`config.mk`:
```
export PLATFORM = sky130hd
export DESIGN_NAME = core_top
export DESIGN_NICKNAME = d
export VERILOG_FILES = /design/src/core_pkg.sv /design/src/core_if.sv /design/src/fetch_stage.sv /design/src/decode_stage.sv /design/src/execute_stage.sv /design/src/mem_wb_stage.sv /design/src/core_top.sv
export SDC_FILE = /design/constraint.sdc
export NUM_CORES = 2
export LEC_CHECK = 0
export BUFFER_PORTS_ARGS = -buffer_cell sky130_fd_sc_hd__buf_2
export CELL_PAD_IN_SITES_DETAIL_PLACEMENT = 0
export CELL_PAD_IN_SITES_GLOBAL_PLACEMENT = 1
export CORE_MARGIN = 4
export CORE_UTILIZATION = 58
export DETAILED_ROUTE_END_ITERATION = 10
export PLACE_DENSITY = 0.86
export SYNTH_ARGS = -nofsm -noshare
export SYNTH_HDL_FRONTEND = slang
export SYNTH_SLANG_ARGS = --single-unit
```
`constraint.sdc`:
```
create_clock -name clk_i -period 22.1 [get_ports clk_i]
set_input_delay 2.21 -clock clk_i [delete_from_list [all_inputs] [get_ports clk_i]]
set_output_delay 2.21 -clock clk_i [all_outputs]
set_load 0.01 [all_outputs]
```
`src/core_pkg.sv`:
```
package core_pkg;

	// datapath widths
	localparam int XLEN       = 32;
	localparam int REG_ADDR_W = 5;
	localparam int NUM_REGS   = 32;

	typedef logic [XLEN-1:0]       word_t;     // data word, address or instruction
	typedef logic [REG_ADDR_W-1:0] reg_addr_t; // register index
	typedef logic [3:0]            alu_op_t;
	typedef logic [1:0]            wb_sel_t;   // writeback source
	typedef logic [1:0]            fwd_sel_t;  // operand bypass choice
	typedef logic [6:0]            opcode_t;
	typedef logic [2:0]            funct3_t;

	// alu operation codes
	localparam alu_op_t ALU_ADD    = 4'd0;
	localparam alu_op_t ALU_SUB    = 4'd1;
	localparam alu_op_t ALU_AND    = 4'd2;
	localparam alu_op_t ALU_OR     = 4'd3;
	localparam alu_op_t ALU_XOR    = 4'd4;
	localparam alu_op_t ALU_SLT    = 4'd5;
	localparam alu_op_t ALU_SLTU   = 4'd6;
	localparam alu_op_t ALU_SLL    = 4'd7;
	localparam alu_op_t ALU_SRL    = 4'd8;
	localparam alu_op_t ALU_SRA    = 4'd9;
	localparam alu_op_t ALU_PASS_B = 4'd10; // lui, operand b straight through

	// writeback sources
	localparam wb_sel_t WB_ALU  = 2'd0;
	localparam wb_sel_t WB_MEM  = 2'd1;
	localparam wb_sel_t WB_LINK = 2'd2; // pc + 4 for jal

	// bypass choices, mem beats wb
	localparam fwd_sel_t FWD_NONE = 2'd0;
	localparam fwd_sel_t FWD_MEM  = 2'd1;
	localparam fwd_sel_t FWD_WB   = 2'd2;

	// rv32i major opcodes kept in this core
	localparam opcode_t OPC_OP     = 7'b0110011;
	localparam opcode_t OPC_OP_IMM = 7'b0010011;
	localparam opcode_t OPC_LUI    = 7'b0110111;
	localparam opcode_t OPC_LOAD   = 7'b0000011;
	localparam opcode_t OPC_STORE  = 7'b0100011;
	localparam opcode_t OPC_BRANCH = 7'b1100011;
	localparam opcode_t OPC_JAL    = 7'b1101111;

	// branch funct3 values
	localparam funct3_t F3_BEQ = 3'b000;
	localparam funct3_t F3_BNE = 3'b001;
	localparam funct3_t F3_BLT = 3'b100;

	localparam word_t NOP_INSTR    = 32'h0000_0013; // addi x0,x0,0
	localparam word_t RESET_VECTOR = 32'h0000_0000;
	localparam word_t INSTR_BYTES  = 32'd4;

endpackage

```
`src/core_if.sv`:
```
`timescale 1ns/1ps

// decode -> execute pipeline register
interface idex_if;
	logic                valid;       // low for bubbles
	core_pkg::word_t     pc;
	core_pkg::reg_addr_t rs1, rs2, rd;
	core_pkg::word_t     rs1_data, rs2_data;
	core_pkg::word_t     imm;
	core_pkg::alu_op_t   alu_op;
	logic                alu_src_imm; // operand b from imm
	logic                is_branch;
	core_pkg::funct3_t   branch_cond;
	logic                is_jump;
	logic                mem_read, mem_write;
	logic                reg_write;
	core_pkg::wb_sel_t   wb_sel;

	modport decode (output valid, pc, rs1, rs2, rd, rs1_data, rs2_data, imm, alu_op,
		alu_src_imm, is_branch, branch_cond, is_jump, mem_read, mem_write, reg_write, wb_sel);
	modport execute (input valid, pc, rs1, rs2, rd, rs1_data, rs2_data, imm, alu_op,
		alu_src_imm, is_branch, branch_cond, is_jump, mem_read, mem_write, reg_write, wb_sel);
endinterface

// execute -> memory pipeline register
interface exmem_if;
	core_pkg::word_t     alu_result; // also the load address
	core_pkg::word_t     link_pc;
	core_pkg::reg_addr_t rd;
	logic                reg_write;
	logic                mem_read;
	core_pkg::wb_sel_t   wb_sel;

	modport execute (output alu_result, link_pc, rd, reg_write, mem_read, wb_sel);
	modport memwb (input alu_result, link_pc, rd, reg_write, mem_read, wb_sel);
	modport hazard (input rd, mem_read, reg_write);
endinterface

```
`src/fetch_stage.sv`:
```
`timescale 1ns/1ps

module fetch_stage (
	input  logic            clk_i,
	input  logic            reset_i,
	input  core_pkg::word_t instr_i,
	input  logic            stall_i,       // hold pc and if/id
	input  logic            redirect_i,    // branch/jal taken in ex
	input  core_pkg::word_t redirect_pc_i,
	output core_pkg::word_t instr_addr_o,
	output core_pkg::word_t ifid_instr_o,
	output core_pkg::word_t ifid_pc_o
);

	core_pkg::word_t pc_q;    // address being fetched this cycle
	core_pkg::word_t pc_next;

	// redirect beats stall which beats the sequential step
	always_comb
	begin
		if (redirect_i)
			pc_next = redirect_pc_i;
		else if (stall_i)
			pc_next = pc_q;
		else
			pc_next = pc_q + core_pkg::INSTR_BYTES;
	end

	// imem is combinational so instr_i belongs to pc_q
	assign instr_addr_o = pc_q;

	always_ff @(posedge clk_i or negedge reset_i)
	begin
		if (!reset_i)
		begin
			pc_q         <= core_pkg::RESET_VECTOR;
			ifid_instr_o <= core_pkg::NOP_INSTR;   // bubble out of reset
		end
		else
		begin
			pc_q <= pc_next;
			if (redirect_i)
				ifid_instr_o <= core_pkg::NOP_INSTR; // squash wrong-path fetch
			else if (!stall_i)
				ifid_instr_o <= instr_i;
		end
	end

	// pc of the instruction held in if/id
	always_ff @(posedge clk_i)
	begin
		if (!stall_i)
			ifid_pc_o <= pc_q;
	end

endmodule

```
`src/decode_stage.sv`:
```
`timescale 1ns/1ps

module decode_stage (
	input  logic                clk_i,
	input  logic                reset_i,
	input  core_pkg::word_t     ifid_instr_i,
	input  core_pkg::word_t     ifid_pc_i,
	input  logic                redirect_i,
	input  logic                wb_write_i,
	input  core_pkg::reg_addr_t wb_rd_i,
	input  core_pkg::word_t     wb_data_i,
	output logic                stall_o,    // one-cycle load-use hold
	idex_if.decode              idex,
	exmem_if.hazard             exmem
);

	core_pkg::word_t     regs [core_pkg::NUM_REGS]; // x0 never written
	core_pkg::opcode_t   opcode;
	core_pkg::funct3_t   funct3;
	core_pkg::reg_addr_t rs1, rs2, rd;
	core_pkg::word_t     imm_i, imm_s, imm_b, imm_u, imm_j;
	core_pkg::word_t     imm;
	core_pkg::alu_op_t   alu_op;
	core_pkg::wb_sel_t   wb_sel;
	logic                alu_src_imm, is_branch, is_jump;
	logic                mem_read, mem_write, reg_write;
	logic                uses_rs1, uses_rs2;
	logic                bubble;

	// funct3 to alu op
	// alt is instr[30] and picks sub only in the reg-reg form
	function automatic core_pkg::alu_op_t alu_decode(input core_pkg::funct3_t f3,
		input logic alt, input logic is_reg);
		case (f3)
			3'b000:  alu_decode = (alt && is_reg) ? core_pkg::ALU_SUB : core_pkg::ALU_ADD;
			3'b001:  alu_decode = core_pkg::ALU_SLL;
			3'b010:  alu_decode = core_pkg::ALU_SLT;
			3'b011:  alu_decode = core_pkg::ALU_SLTU;
			3'b100:  alu_decode = core_pkg::ALU_XOR;
			3'b101:  alu_decode = alt ? core_pkg::ALU_SRA : core_pkg::ALU_SRL;
			3'b110:  alu_decode = core_pkg::ALU_OR;
			default: alu_decode = core_pkg::ALU_AND;
		endcase
	endfunction

	assign opcode = ifid_instr_i[6:0];
	assign funct3 = ifid_instr_i[14:12];
	assign rd     = ifid_instr_i[11:7];
	assign rs1    = ifid_instr_i[19:15];
	assign rs2    = ifid_instr_i[24:20];

	// immediates sign extended from bit 31 except u
	assign imm_i = {{20{ifid_instr_i[31]}}, ifid_instr_i[31:20]};
	assign imm_s = {{20{ifid_instr_i[31]}}, ifid_instr_i[31:25], ifid_instr_i[11:7]};
	assign imm_b = {{19{ifid_instr_i[31]}}, ifid_instr_i[31], ifid_instr_i[7],
		ifid_instr_i[30:25], ifid_instr_i[11:8], 1'b0};
	assign imm_u = {ifid_instr_i[31:12], 12'b0};
	assign imm_j = {{11{ifid_instr_i[31]}}, ifid_instr_i[31], ifid_instr_i[19:12],
		ifid_instr_i[20], ifid_instr_i[30:21], 1'b0};

	always_comb
	begin
		alu_op      = core_pkg::ALU_ADD; // add is also the address adder
		alu_src_imm = 1'b0;
		is_branch   = 1'b0;
		is_jump     = 1'b0;
		mem_read    = 1'b0;
		mem_write   = 1'b0;
		reg_write   = 1'b0;
		wb_sel      = core_pkg::WB_ALU;
		imm         = imm_i;
		uses_rs1    = 1'b0;
		uses_rs2    = 1'b0;
		case (opcode)
			core_pkg::OPC_OP:
			begin
				alu_op    = alu_decode(funct3, ifid_instr_i[30], 1'b1);
				reg_write = 1'b1;
				uses_rs1  = 1'b1;
				uses_rs2  = 1'b1;
			end
			core_pkg::OPC_OP_IMM:
			begin
				alu_op      = alu_decode(funct3, ifid_instr_i[30], 1'b0);
				alu_src_imm = 1'b1;
				reg_write   = 1'b1;
				uses_rs1    = 1'b1;
			end
			core_pkg::OPC_LUI:
			begin
				alu_op      = core_pkg::ALU_PASS_B;
				alu_src_imm = 1'b1;
				reg_write   = 1'b1;
				imm         = imm_u;
			end
			core_pkg::OPC_LOAD:
			begin
				alu_src_imm = 1'b1;
				mem_read    = 1'b1;
				reg_write   = 1'b1;
				wb_sel      = core_pkg::WB_MEM;
				uses_rs1    = 1'b1;
			end
			core_pkg::OPC_STORE:
			begin
				alu_src_imm = 1'b1;
				mem_write   = 1'b1;
				imm         = imm_s;
				uses_rs1    = 1'b1;
				uses_rs2    = 1'b1; // store data
			end
			core_pkg::OPC_BRANCH:
			begin
				is_branch = 1'b1;
				imm       = imm_b;
				uses_rs1  = 1'b1;
				uses_rs2  = 1'b1;
			end
			core_pkg::OPC_JAL:
			begin
				is_jump   = 1'b1;
				reg_write = 1'b1;
				wb_sel    = core_pkg::WB_LINK;
				imm       = imm_j;
			end
			default: ; // unsupported opcodes decode as a nop
		endcase
	end

	// regfile written mid-cycle so decode sees this cycle's writeback
	always_ff @(negedge clk_i)
	begin
		if (wb_write_i && (wb_rd_i != '0))
			regs[wb_rd_i] <= wb_data_i;
	end

	// load in ex whose rd the instruction here reads
	assign stall_o = idex.valid && idex.mem_read && (idex.rd != '0) &&
		((uses_rs1 && (idex.rd == rs1)) || (uses_rs2 && (idex.rd == rs2)));
	assign bubble = stall_o || redirect_i;

	// id/ex control cleared for bubbles
	always_ff @(posedge clk_i or negedge reset_i)
	begin
		if (!reset_i)
		begin
			idex.valid       <= 1'b0;
			idex.alu_op      <= core_pkg::ALU_ADD;
			idex.alu_src_imm <= 1'b0;
			idex.is_branch   <= 1'b0;
			idex.is_jump     <= 1'b0;
			idex.mem_read    <= 1'b0;
			idex.mem_write   <= 1'b0;
			idex.reg_write   <= 1'b0;
			idex.wb_sel      <= core_pkg::WB_ALU;
		end
		else
		begin
			idex.valid       <= !bubble;
			idex.alu_op      <= bubble ? core_pkg::ALU_ADD : alu_op;
			idex.alu_src_imm <= !bubble && alu_src_imm;
			idex.is_branch   <= !bubble && is_branch;
			idex.is_jump     <= !bubble && is_jump;
			idex.mem_read    <= !bubble && mem_read;
			idex.mem_write   <= !bubble && mem_write;
			idex.reg_write   <= !bubble && reg_write;
			idex.wb_sel      <= bubble ? core_pkg::WB_ALU : wb_sel;
		end
	end

	// id/ex payload
	always_ff @(posedge clk_i)
	begin
		idex.pc          <= ifid_pc_i;
		idex.rs1         <= rs1;
		idex.rs2         <= rs2;
		idex.rd          <= rd;
		idex.rs1_data    <= (rs1 == '0) ? '0 : regs[rs1];
		idex.rs2_data    <= (rs2 == '0) ? '0 : regs[rs2];
		idex.imm         <= imm;
		idex.branch_cond <= funct3;
	end

endmodule

```
`src/execute_stage.sv`:
```
`timescale 1ns/1ps

module execute_stage (
	input  logic                clk_i,
	input  logic                reset_i,
	input  logic                wb_write_i,
	input  core_pkg::reg_addr_t wb_rd_i,
	input  core_pkg::word_t     wb_data_i,
	output logic                redirect_o,
	output core_pkg::word_t     redirect_pc_o,
	output core_pkg::word_t     data_addr_o,
	output core_pkg::word_t     data_o,
	output logic                data_req_o,
	output logic                data_wen_o,    // active low
	idex_if.execute             idex,
	exmem_if.execute            exmem
);

	core_pkg::fwd_sel_t fwd_a, fwd_b;
	core_pkg::word_t    mem_fwd_data; // value the mem-stage instr will write
	core_pkg::word_t    op_a, op_b;   // forwarded rs1/rs2
	core_pkg::word_t    alu_b;
	core_pkg::word_t    alu_result;
	logic               cond_met;

	// youngest producer wins; x0 is never bypassed
	function automatic core_pkg::fwd_sel_t fwd_pick(input core_pkg::reg_addr_t rs,
		input core_pkg::reg_addr_t mem_rd, input logic mem_we,
		input core_pkg::reg_addr_t wb_rd, input logic wb_we);
		if (mem_we && (mem_rd != '0) && (mem_rd == rs))
			fwd_pick = core_pkg::FWD_MEM;
		else if (wb_we && (wb_rd != '0) && (wb_rd == rs))
			fwd_pick = core_pkg::FWD_WB;
		else
			fwd_pick = core_pkg::FWD_NONE;
	endfunction

	assign fwd_a = fwd_pick(idex.rs1, exmem.rd, exmem.reg_write, wb_rd_i, wb_write_i);
	assign fwd_b = fwd_pick(idex.rs2, exmem.rd, exmem.reg_write, wb_rd_i, wb_write_i);

	// a load in mem never lands here, the load-use stall keeps it one stage back
	assign mem_fwd_data = (exmem.wb_sel == core_pkg::WB_LINK) ? exmem.link_pc
		: exmem.alu_result;

	always_comb
	begin
		case (fwd_a)
			core_pkg::FWD_MEM: op_a = mem_fwd_data;
			core_pkg::FWD_WB:  op_a = wb_data_i;
			default:           op_a = idex.rs1_data;
		endcase
		case (fwd_b)
			core_pkg::FWD_MEM: op_b = mem_fwd_data;
			core_pkg::FWD_WB:  op_b = wb_data_i;
			default:           op_b = idex.rs2_data;
		endcase
	end

	assign alu_b = idex.alu_src_imm ? idex.imm : op_b;

	always_comb
	begin
		case (idex.alu_op)
			core_pkg::ALU_ADD:    alu_result = op_a + alu_b;
			core_pkg::ALU_SUB:    alu_result = op_a - alu_b;
			core_pkg::ALU_AND:    alu_result = op_a & alu_b;
			core_pkg::ALU_OR:     alu_result = op_a | alu_b;
			core_pkg::ALU_XOR:    alu_result = op_a ^ alu_b;
			core_pkg::ALU_SLT:    alu_result = ($signed(op_a) < $signed(alu_b)) ? 32'd1 : 32'd0;
			core_pkg::ALU_SLTU:   alu_result = (op_a < alu_b) ? 32'd1 : 32'd0;
			core_pkg::ALU_SLL:    alu_result = op_a << alu_b[4:0];  // low 5 bits only
			core_pkg::ALU_SRL:    alu_result = op_a >> alu_b[4:0];
			core_pkg::ALU_SRA:    alu_result = core_pkg::word_t'($signed(op_a) >>> alu_b[4:0]);
			core_pkg::ALU_PASS_B: alu_result = alu_b;               // lui
			default:              alu_result = '0;
		endcase
	end

	// branch compare on the register operands, not the alu
	always_comb
	begin
		case (idex.branch_cond)
			core_pkg::F3_BEQ: cond_met = (op_a == op_b);
			core_pkg::F3_BNE: cond_met = (op_a != op_b);
			core_pkg::F3_BLT: cond_met = ($signed(op_a) < $signed(op_b));
			default:          cond_met = 1'b0;
		endcase
	end

	assign redirect_o    = idex.valid && (idex.is_jump || (idex.is_branch && cond_met));
	assign redirect_pc_o = idex.pc + idex.imm; // pc-relative for both b and j

	// data request straight from ex, memory answers in mem
	assign data_addr_o = alu_result;
	assign data_o      = op_b;
	assign data_req_o  = idex.valid && (idex.mem_read || idex.mem_write);
	assign data_wen_o  = !(idex.valid && idex.mem_write);

	always_ff @(posedge clk_i or negedge reset_i)
	begin
		if (!reset_i)
		begin
			exmem.rd        <= '0;
			exmem.reg_write <= 1'b0;
			exmem.mem_read  <= 1'b0;
			exmem.wb_sel    <= core_pkg::WB_ALU;
		end
		else
		begin
			exmem.rd        <= idex.rd;
			exmem.reg_write <= idex.valid && idex.reg_write;
			exmem.mem_read  <= idex.valid && idex.mem_read;
			exmem.wb_sel    <= idex.wb_sel;
		end
	end

	always_ff @(posedge clk_i)
	begin
		exmem.alu_result <= alu_result;
		exmem.link_pc    <= idex.pc + core_pkg::INSTR_BYTES; // jal return address
	end

endmodule

```
`src/mem_wb_stage.sv`:
```
`timescale 1ns/1ps

module mem_wb_stage (
	input  logic                clk_i,
	input  logic                reset_i,
	input  core_pkg::word_t     data_i,     // dmem read data for the load in mem
	output logic                wb_write_o,
	output core_pkg::reg_addr_t wb_rd_o,
	output core_pkg::word_t     wb_data_o,
	exmem_if.memwb              exmem
);

	core_pkg::reg_addr_t rd_q;
	logic                reg_write_q;
	core_pkg::wb_sel_t   wb_sel_q;
	core_pkg::word_t     alu_q, link_q, load_q;

	// mem/wb control
	always_ff @(posedge clk_i or negedge reset_i)
	begin
		if (!reset_i)
		begin
			rd_q        <= '0;
			reg_write_q <= 1'b0;
			wb_sel_q    <= core_pkg::WB_ALU;
		end
		else
		begin
			rd_q        <= exmem.rd;
			reg_write_q <= exmem.reg_write;
			wb_sel_q    <= exmem.wb_sel;
		end
	end

	// mem/wb payload
	always_ff @(posedge clk_i)
	begin
		alu_q  <= exmem.alu_result;
		link_q <= exmem.link_pc;
		if (exmem.mem_read)
			load_q <= data_i; // only capture on loads
	end

	// writeback select
	always_comb
	begin
		case (wb_sel_q)
			core_pkg::WB_MEM:  wb_data_o = load_q;
			core_pkg::WB_LINK: wb_data_o = link_q;
			default:           wb_data_o = alu_q;
		endcase
	end

	assign wb_write_o = reg_write_q;
	assign wb_rd_o    = rd_q;

endmodule

```
`src/core_top.sv`:
```
`timescale 1ns/1ps

module core_top (
	input  logic            clk_i,
	input  logic            reset_i,      // async, active low

	input  core_pkg::word_t instr_i,      // combinational imem data
	output core_pkg::word_t instr_addr_o,

	input  core_pkg::word_t data_i,       // read data, one cycle after request
	output core_pkg::word_t data_addr_o,
	output core_pkg::word_t data_o,
	output logic            data_req_o,
	output logic            data_wen_o    // active low
);

	core_pkg::word_t     ifid_instr, ifid_pc;
	logic                stall;                 // load-use hold from decode
	logic                redirect;              // taken branch or jal in ex
	core_pkg::word_t     redirect_pc;
	logic                wb_write;
	core_pkg::reg_addr_t wb_rd;
	core_pkg::word_t     wb_data;

	idex_if  u_idex ();
	exmem_if u_exmem ();

	fetch_stage u_fetch (
		.clk_i         (clk_i),
		.reset_i       (reset_i),
		.instr_i       (instr_i),
		.stall_i       (stall),
		.redirect_i    (redirect),
		.redirect_pc_i (redirect_pc),
		.instr_addr_o  (instr_addr_o),
		.ifid_instr_o  (ifid_instr),
		.ifid_pc_o     (ifid_pc)
	);

	decode_stage u_decode (
		.clk_i        (clk_i),
		.reset_i      (reset_i),
		.ifid_instr_i (ifid_instr),
		.ifid_pc_i    (ifid_pc),
		.redirect_i   (redirect),
		.wb_write_i   (wb_write),
		.wb_rd_i      (wb_rd),
		.wb_data_i    (wb_data),
		.stall_o      (stall),
		.idex         (u_idex.decode),
		.exmem        (u_exmem.hazard)
	);

	execute_stage u_execute (
		.clk_i         (clk_i),
		.reset_i       (reset_i),
		.wb_write_i    (wb_write),
		.wb_rd_i       (wb_rd),
		.wb_data_i     (wb_data),
		.redirect_o    (redirect),
		.redirect_pc_o (redirect_pc),
		.data_addr_o   (data_addr_o),
		.data_o        (data_o),
		.data_req_o    (data_req_o),
		.data_wen_o    (data_wen_o),
		.idex          (u_idex.execute),
		.exmem         (u_exmem.execute)
	);

	mem_wb_stage u_mem_wb (
		.clk_i      (clk_i),
		.reset_i    (reset_i),
		.data_i     (data_i),
		.wb_write_o (wb_write),
		.wb_rd_o    (wb_rd),
		.wb_data_o  (wb_data),
		.exmem      (u_exmem.memwb)
	);

endmodule

```
==> results.cfg <==
[outcome]
run_status = finished clean

[logic_synthesis]
yosysTopAreaCell = sky130_fd_sc_hd__edfxtp_1
cell_area_after_technology_mapping_um2 = 72900
synth_top_cells_by_area = sky130_fd_sc_hd__edfxtp_1 (45%), sky130_fd_sc_hd__mux4_2 (20%), sky130_fd_sc_hd__dfxtp_1 (7.5%)
post_synth_inst_count = 4905
synth.lib_cells_used.distinct = 95
synthXorXnorAreaFrac = 0.0178
synth_top_family_by_area = multiplexers
synthMostInstantiatedCell = sky130_fd_sc_hd__edfxtp_1
synth_top_cells_by_count = sky130_fd_sc_hd__edfxtp_1 (1088), sky130_fd_sc_hd__mux4_2 (652), sky130_fd_sc_hd__nor2_1 (333)
synth_adder_area_share = 0.0290
synth_compound_gate_area_share = 0.0796
share_of_async_settable_or_async_resettable_flops_after_synthesis = 0.0639
yosys.area_share.simple = 0.0552
synth_edf_count = 1088
synth_sequential_area_ratio = 0.555
synth_flop_cell = sky130_fd_sc_hd__edfxtp_1
synth_mux_area_frac = 0.237
postSynthAreaPerCell_um2 = 14.9
yosys.area.top_type_share = 0.448
yosysWarningCount = 0
ys_seq_elements = 1455

[final_layout]
area.growth.synth_to_final_pct = 16.8
fill_cells = 8024
multi_input_area_um2 = 31200
fraction_of_layout_instances_using_a_drive_strength_above_1 = 0.223
final_util = 0.686
layout.area.seq_um2 = 40500
layout.nets = 6312

[drt]
route.detailed.wl_per_inst_um = 34.3
route.final.wire_length_mm = 269
first_iter_violations = 9024
via_count = 55100
vias_per_cell = 7.03
number_of_iterations_in_the_first_detailed_routing_pass = 7
post-route-drc-count = 0
ant_nets = 0

[grt]
first_pass_grt_wire_length_mm = 387
overall_track_demand_over_capacity_in_global_routing = 0.409
grt_antenna_before_repair = 22
grt_overflow_total = 0
first_global_vias = 56800
pin_count_of_the_biggest_net_entering_global_routing = 123

[power]
max_vdd_drop_v = 0.0000943
power.share.switching = 0.363
switching_power_mw = 3.35
power_frac_clock = 0.385
internal_power_mw = 5.89
power.density_nw_per_um2 = 108
p_seq_frac = 0.395
combPwrFrac = 0.220
leakagePower_nw = 34.0

[critical_path]
timing.critical_path.to = u_decode.regs[5][15]$_DFFE_NP_
timing.rr.start = u_mem_wb.wb_rd_o[1]$_DFF_PN0_
critical_path.endpoint_type = register
critical_path.max_fanout = 21
cp_cell_sequence = nand3b_1 -> nor2_4 -> buf_4
timing.critical_path.from_type = register
worst_path_max_delay_cell = sky130_fd_sc_hd__nand3b_1
cp_data_arrival_time_ns = 3.48
critical-path-top-delay-family = simple AND/OR/NAND/NOR gates
max_stage_delay_ns = 0.80
critical_path.startpoint = u_mem_wb.wb_rd_o[1]$_DFF_PN0_
r2r_depth = 3
r2r_slack_ns = 7.96
crit-reg2reg-capture = u_decode.regs[5][15]$_DFFE_NP_
worstSetupPathDepth = 3
crit_required_ns = 11.43
criticalPathCategory = reg2reg
timing.critical_path.buf_inv = 1

[sta]
setup_viol = 0
hold_viol = 0
grt_setup_unrepaired = false
worst_pin_slew_ns = 1.39
finalWorstSetupSlack_ns = 7.96
sum_of_negative_setup_slack_ns = 0
timing.final.max_slew_violations = 0
timing.slew.headroom = 0.0715
finalClockSkew_ns = 0.0932

[clocking]
htreeDepth = 4
post_cts_buffers = 0
ctsResizeCount = 0
clkTransAtPathRegs_ns = 0.06
clkLatencyLatePin_ns = 0.83
cts_root_buf = sky130_fd_sc_hd__clkbuf_16
cts_max_path_buffers = 3
cts.sinks = 1455
num_cts_buffers = 152
tritoncts_clock_tree = done
ctsHoldBuffers = 0

[placement]
dp_hpwl_mm = 165
port_buffers = 163
pre_cts_slack_ns = 8.23
place_congestion = 1.06

[floorplan]
floorplan.rows = 129
die-height_um = 363
design.core.area_um2 = 124000
dieArea_um2 = 131000
die_w_um = 363
top_level_ports = 164
initial_util = 0.587

[worst_hold_path]
hold_path_class = reg2reg

[job]
maxCapViolCount = 0
## registers in the layout (all words and copies together), names as in the netlist, 2 cells and up
register / cells
u_execute.exmem.alu_result: 32
u_mem_wb.wb_sel_q: 2
u_decode.idex.rs2: 5
u_decode.idex.rs1_data: 32
u_mem_wb.alu_q: 32
u_decode.idex.rs2_data: 32
u_fetch.instr_addr_o: 32
u_mem_wb.load_q: 32
u_fetch.ifid_instr_o: 32
u_mem_wb.link_q: 32
u_decode.idex.rd: 5
u_decode.idex.imm: 32
u_decode.idex.rs1: 5
u_decode.regs: 1024
u_fetch.ifid_pc_o: 32
u_execute.exmem.link_pc: 32
u_mem_wb.wb_rd_o: 5
u_execute.exmem.rd: 5
u_decode.idex.pc: 32
u_decode.idex.branch_cond: 3
u_execute.exmem.wb_sel: 2
u_decode.idex.alu_op: 4
## metrics by stage
| stage | power (mW) | hold WS (ns) | std cells | area [um2] |
|---|---|---|---|---|
| floorplan | 5.05 | 0.323 | 4936 | 73000 |
| global route | 9.65 | 0.323 | 7838 | 85200 |
| global placement | 5.86 | 0.327 | 6538 | 76200 |
| detailed placement | 5.89 | 0.327 | 6538 | 76200 |
| CTS | 9.19 | 0.321 | 7837 | 85200 |
| finish | 9.24 | 0.326 | 7843 | 85200 |
## cells by family (layout without fill, tap and decap cells)
kind of cell	count (synthesis)	count (layout)
AO/OA/AOI/OAI	841	841
XOR/XNOR	148	148
adder cells (fa/ha/maj)	167	167
buffers and inverters	480	1745
flip-flops	1455	1455
multiplexers	909	909
other	1	37
AND/OR/NAND/NOR	904	904
## layout make-up
cell class / count / area share
Antenna cell: 5 / 0.000147
Clock buffer: 178 / 0.0471
Clock inverter: 1122 / 0.0585
Inverter: 141 / 0.00621
Multi-Input combinational cell: 3001 / 0.366
Sequential cell: 1455 / 0.476
Tap cell: 1637 / 0.0240
Timing Repair Buffer: 304 / 0.0226
## routing by layer
metal / GRT usage / share of wire / vias to the layer above
li1: - / - / 21900
met3: 0.125 / 0.12 / 1041
met4: 0.263 / 0.072 / 14
met2: 0.630 / 0.47 / 4847
met1: 0.507 / 0.34 / 27300
met5: 0 / 0.00032 / -
## worst min-delay path by stage
stage	from	endpoint	slack, ns	cells after the start
global route	u_execute.exmem.alu_result[22]$_DFF_P_	u_mem_wb.alu_q[22]$_DFF_P_	0.32	0
global placement	u_fetch.ifid_pc_o[16]$_DFFE_PN_	u_decode.idex.pc[16]$_DFF_P_	0.33	0
CTS	u_fetch.ifid_pc_o[13]$_DFFE_PN_	u_decode.idex.pc[13]$_DFF_P_	0.32	0
detailed placement	u_fetch.ifid_pc_o[7]$_DFFE_PN_	u_decode.idex.pc[7]$_DFF_P_	0.33	0
finish	u_fetch.ifid_pc_o[13]$_DFFE_PN_	u_decode.idex.pc[13]$_DFF_P_	0.33	0
floorplan	u_fetch.ifid_pc_o[0]$_DFFE_PN_	u_decode.idex.pc[0]$_DFF_P_	0.32	0
## power by group through the flow
| stage | Combinational (mW) | Sequential [mW] | Clock (mW) |
|---|---|---|---|
| global route | 2.13 | 3.66 | 3.86 |
| CTS | 1.96 | 3.64 | 3.58 |
| floorplan | 1.17 | 3.60 | 0.274 |
| finish | 2.03 | 3.65 | 3.56 |
| global placement | 1.91 | 3.68 | 0.274 |
| detailed placement | 1.93 | 3.68 | 0.274 |
## cell usage in the layout, fill, tap and decap left out, types with 39 or more instances in the layout
cell / instances
sky130_fd_sc_hd__nand3_1: 72
sky130_fd_sc_hd__nor3_1: 42
sky130_fd_sc_hd__inv_1: 1187
sky130_fd_sc_hd__buf_2: 162
sky130_fd_sc_hd__mux4_2: 652
sky130_fd_sc_hd__clkbuf_16: 156
sky130_fd_sc_hd__a22oi_1: 69
sky130_fd_sc_hd__edfxtp_1: 1088
sky130_fd_sc_hd__nor2_1: 297
sky130_fd_sc_hd__xor2_1: 52
sky130_fd_sc_hd__o22ai_1: 39
sky130_fd_sc_hd__ha_1: 163
sky130_fd_sc_hd__nand2_1: 290
sky130_fd_sc_hd__mux2_2: 46
sky130_fd_sc_hd__buf_4: 138
sky130_fd_sc_hd__a21o_1: 57
sky130_fd_sc_hd__xnor2_1: 96
sky130_fd_sc_hd__a21oi_1: 172
sky130_fd_sc_hd__dfxtp_1: 274
sky130_fd_sc_hd__dfrtp_1: 78
sky130_fd_sc_hd__mux2i_1: 210
sky130_fd_sc_hd__o21ai_0: 158
Note: power is estimated with default switching activity, not from simulation.
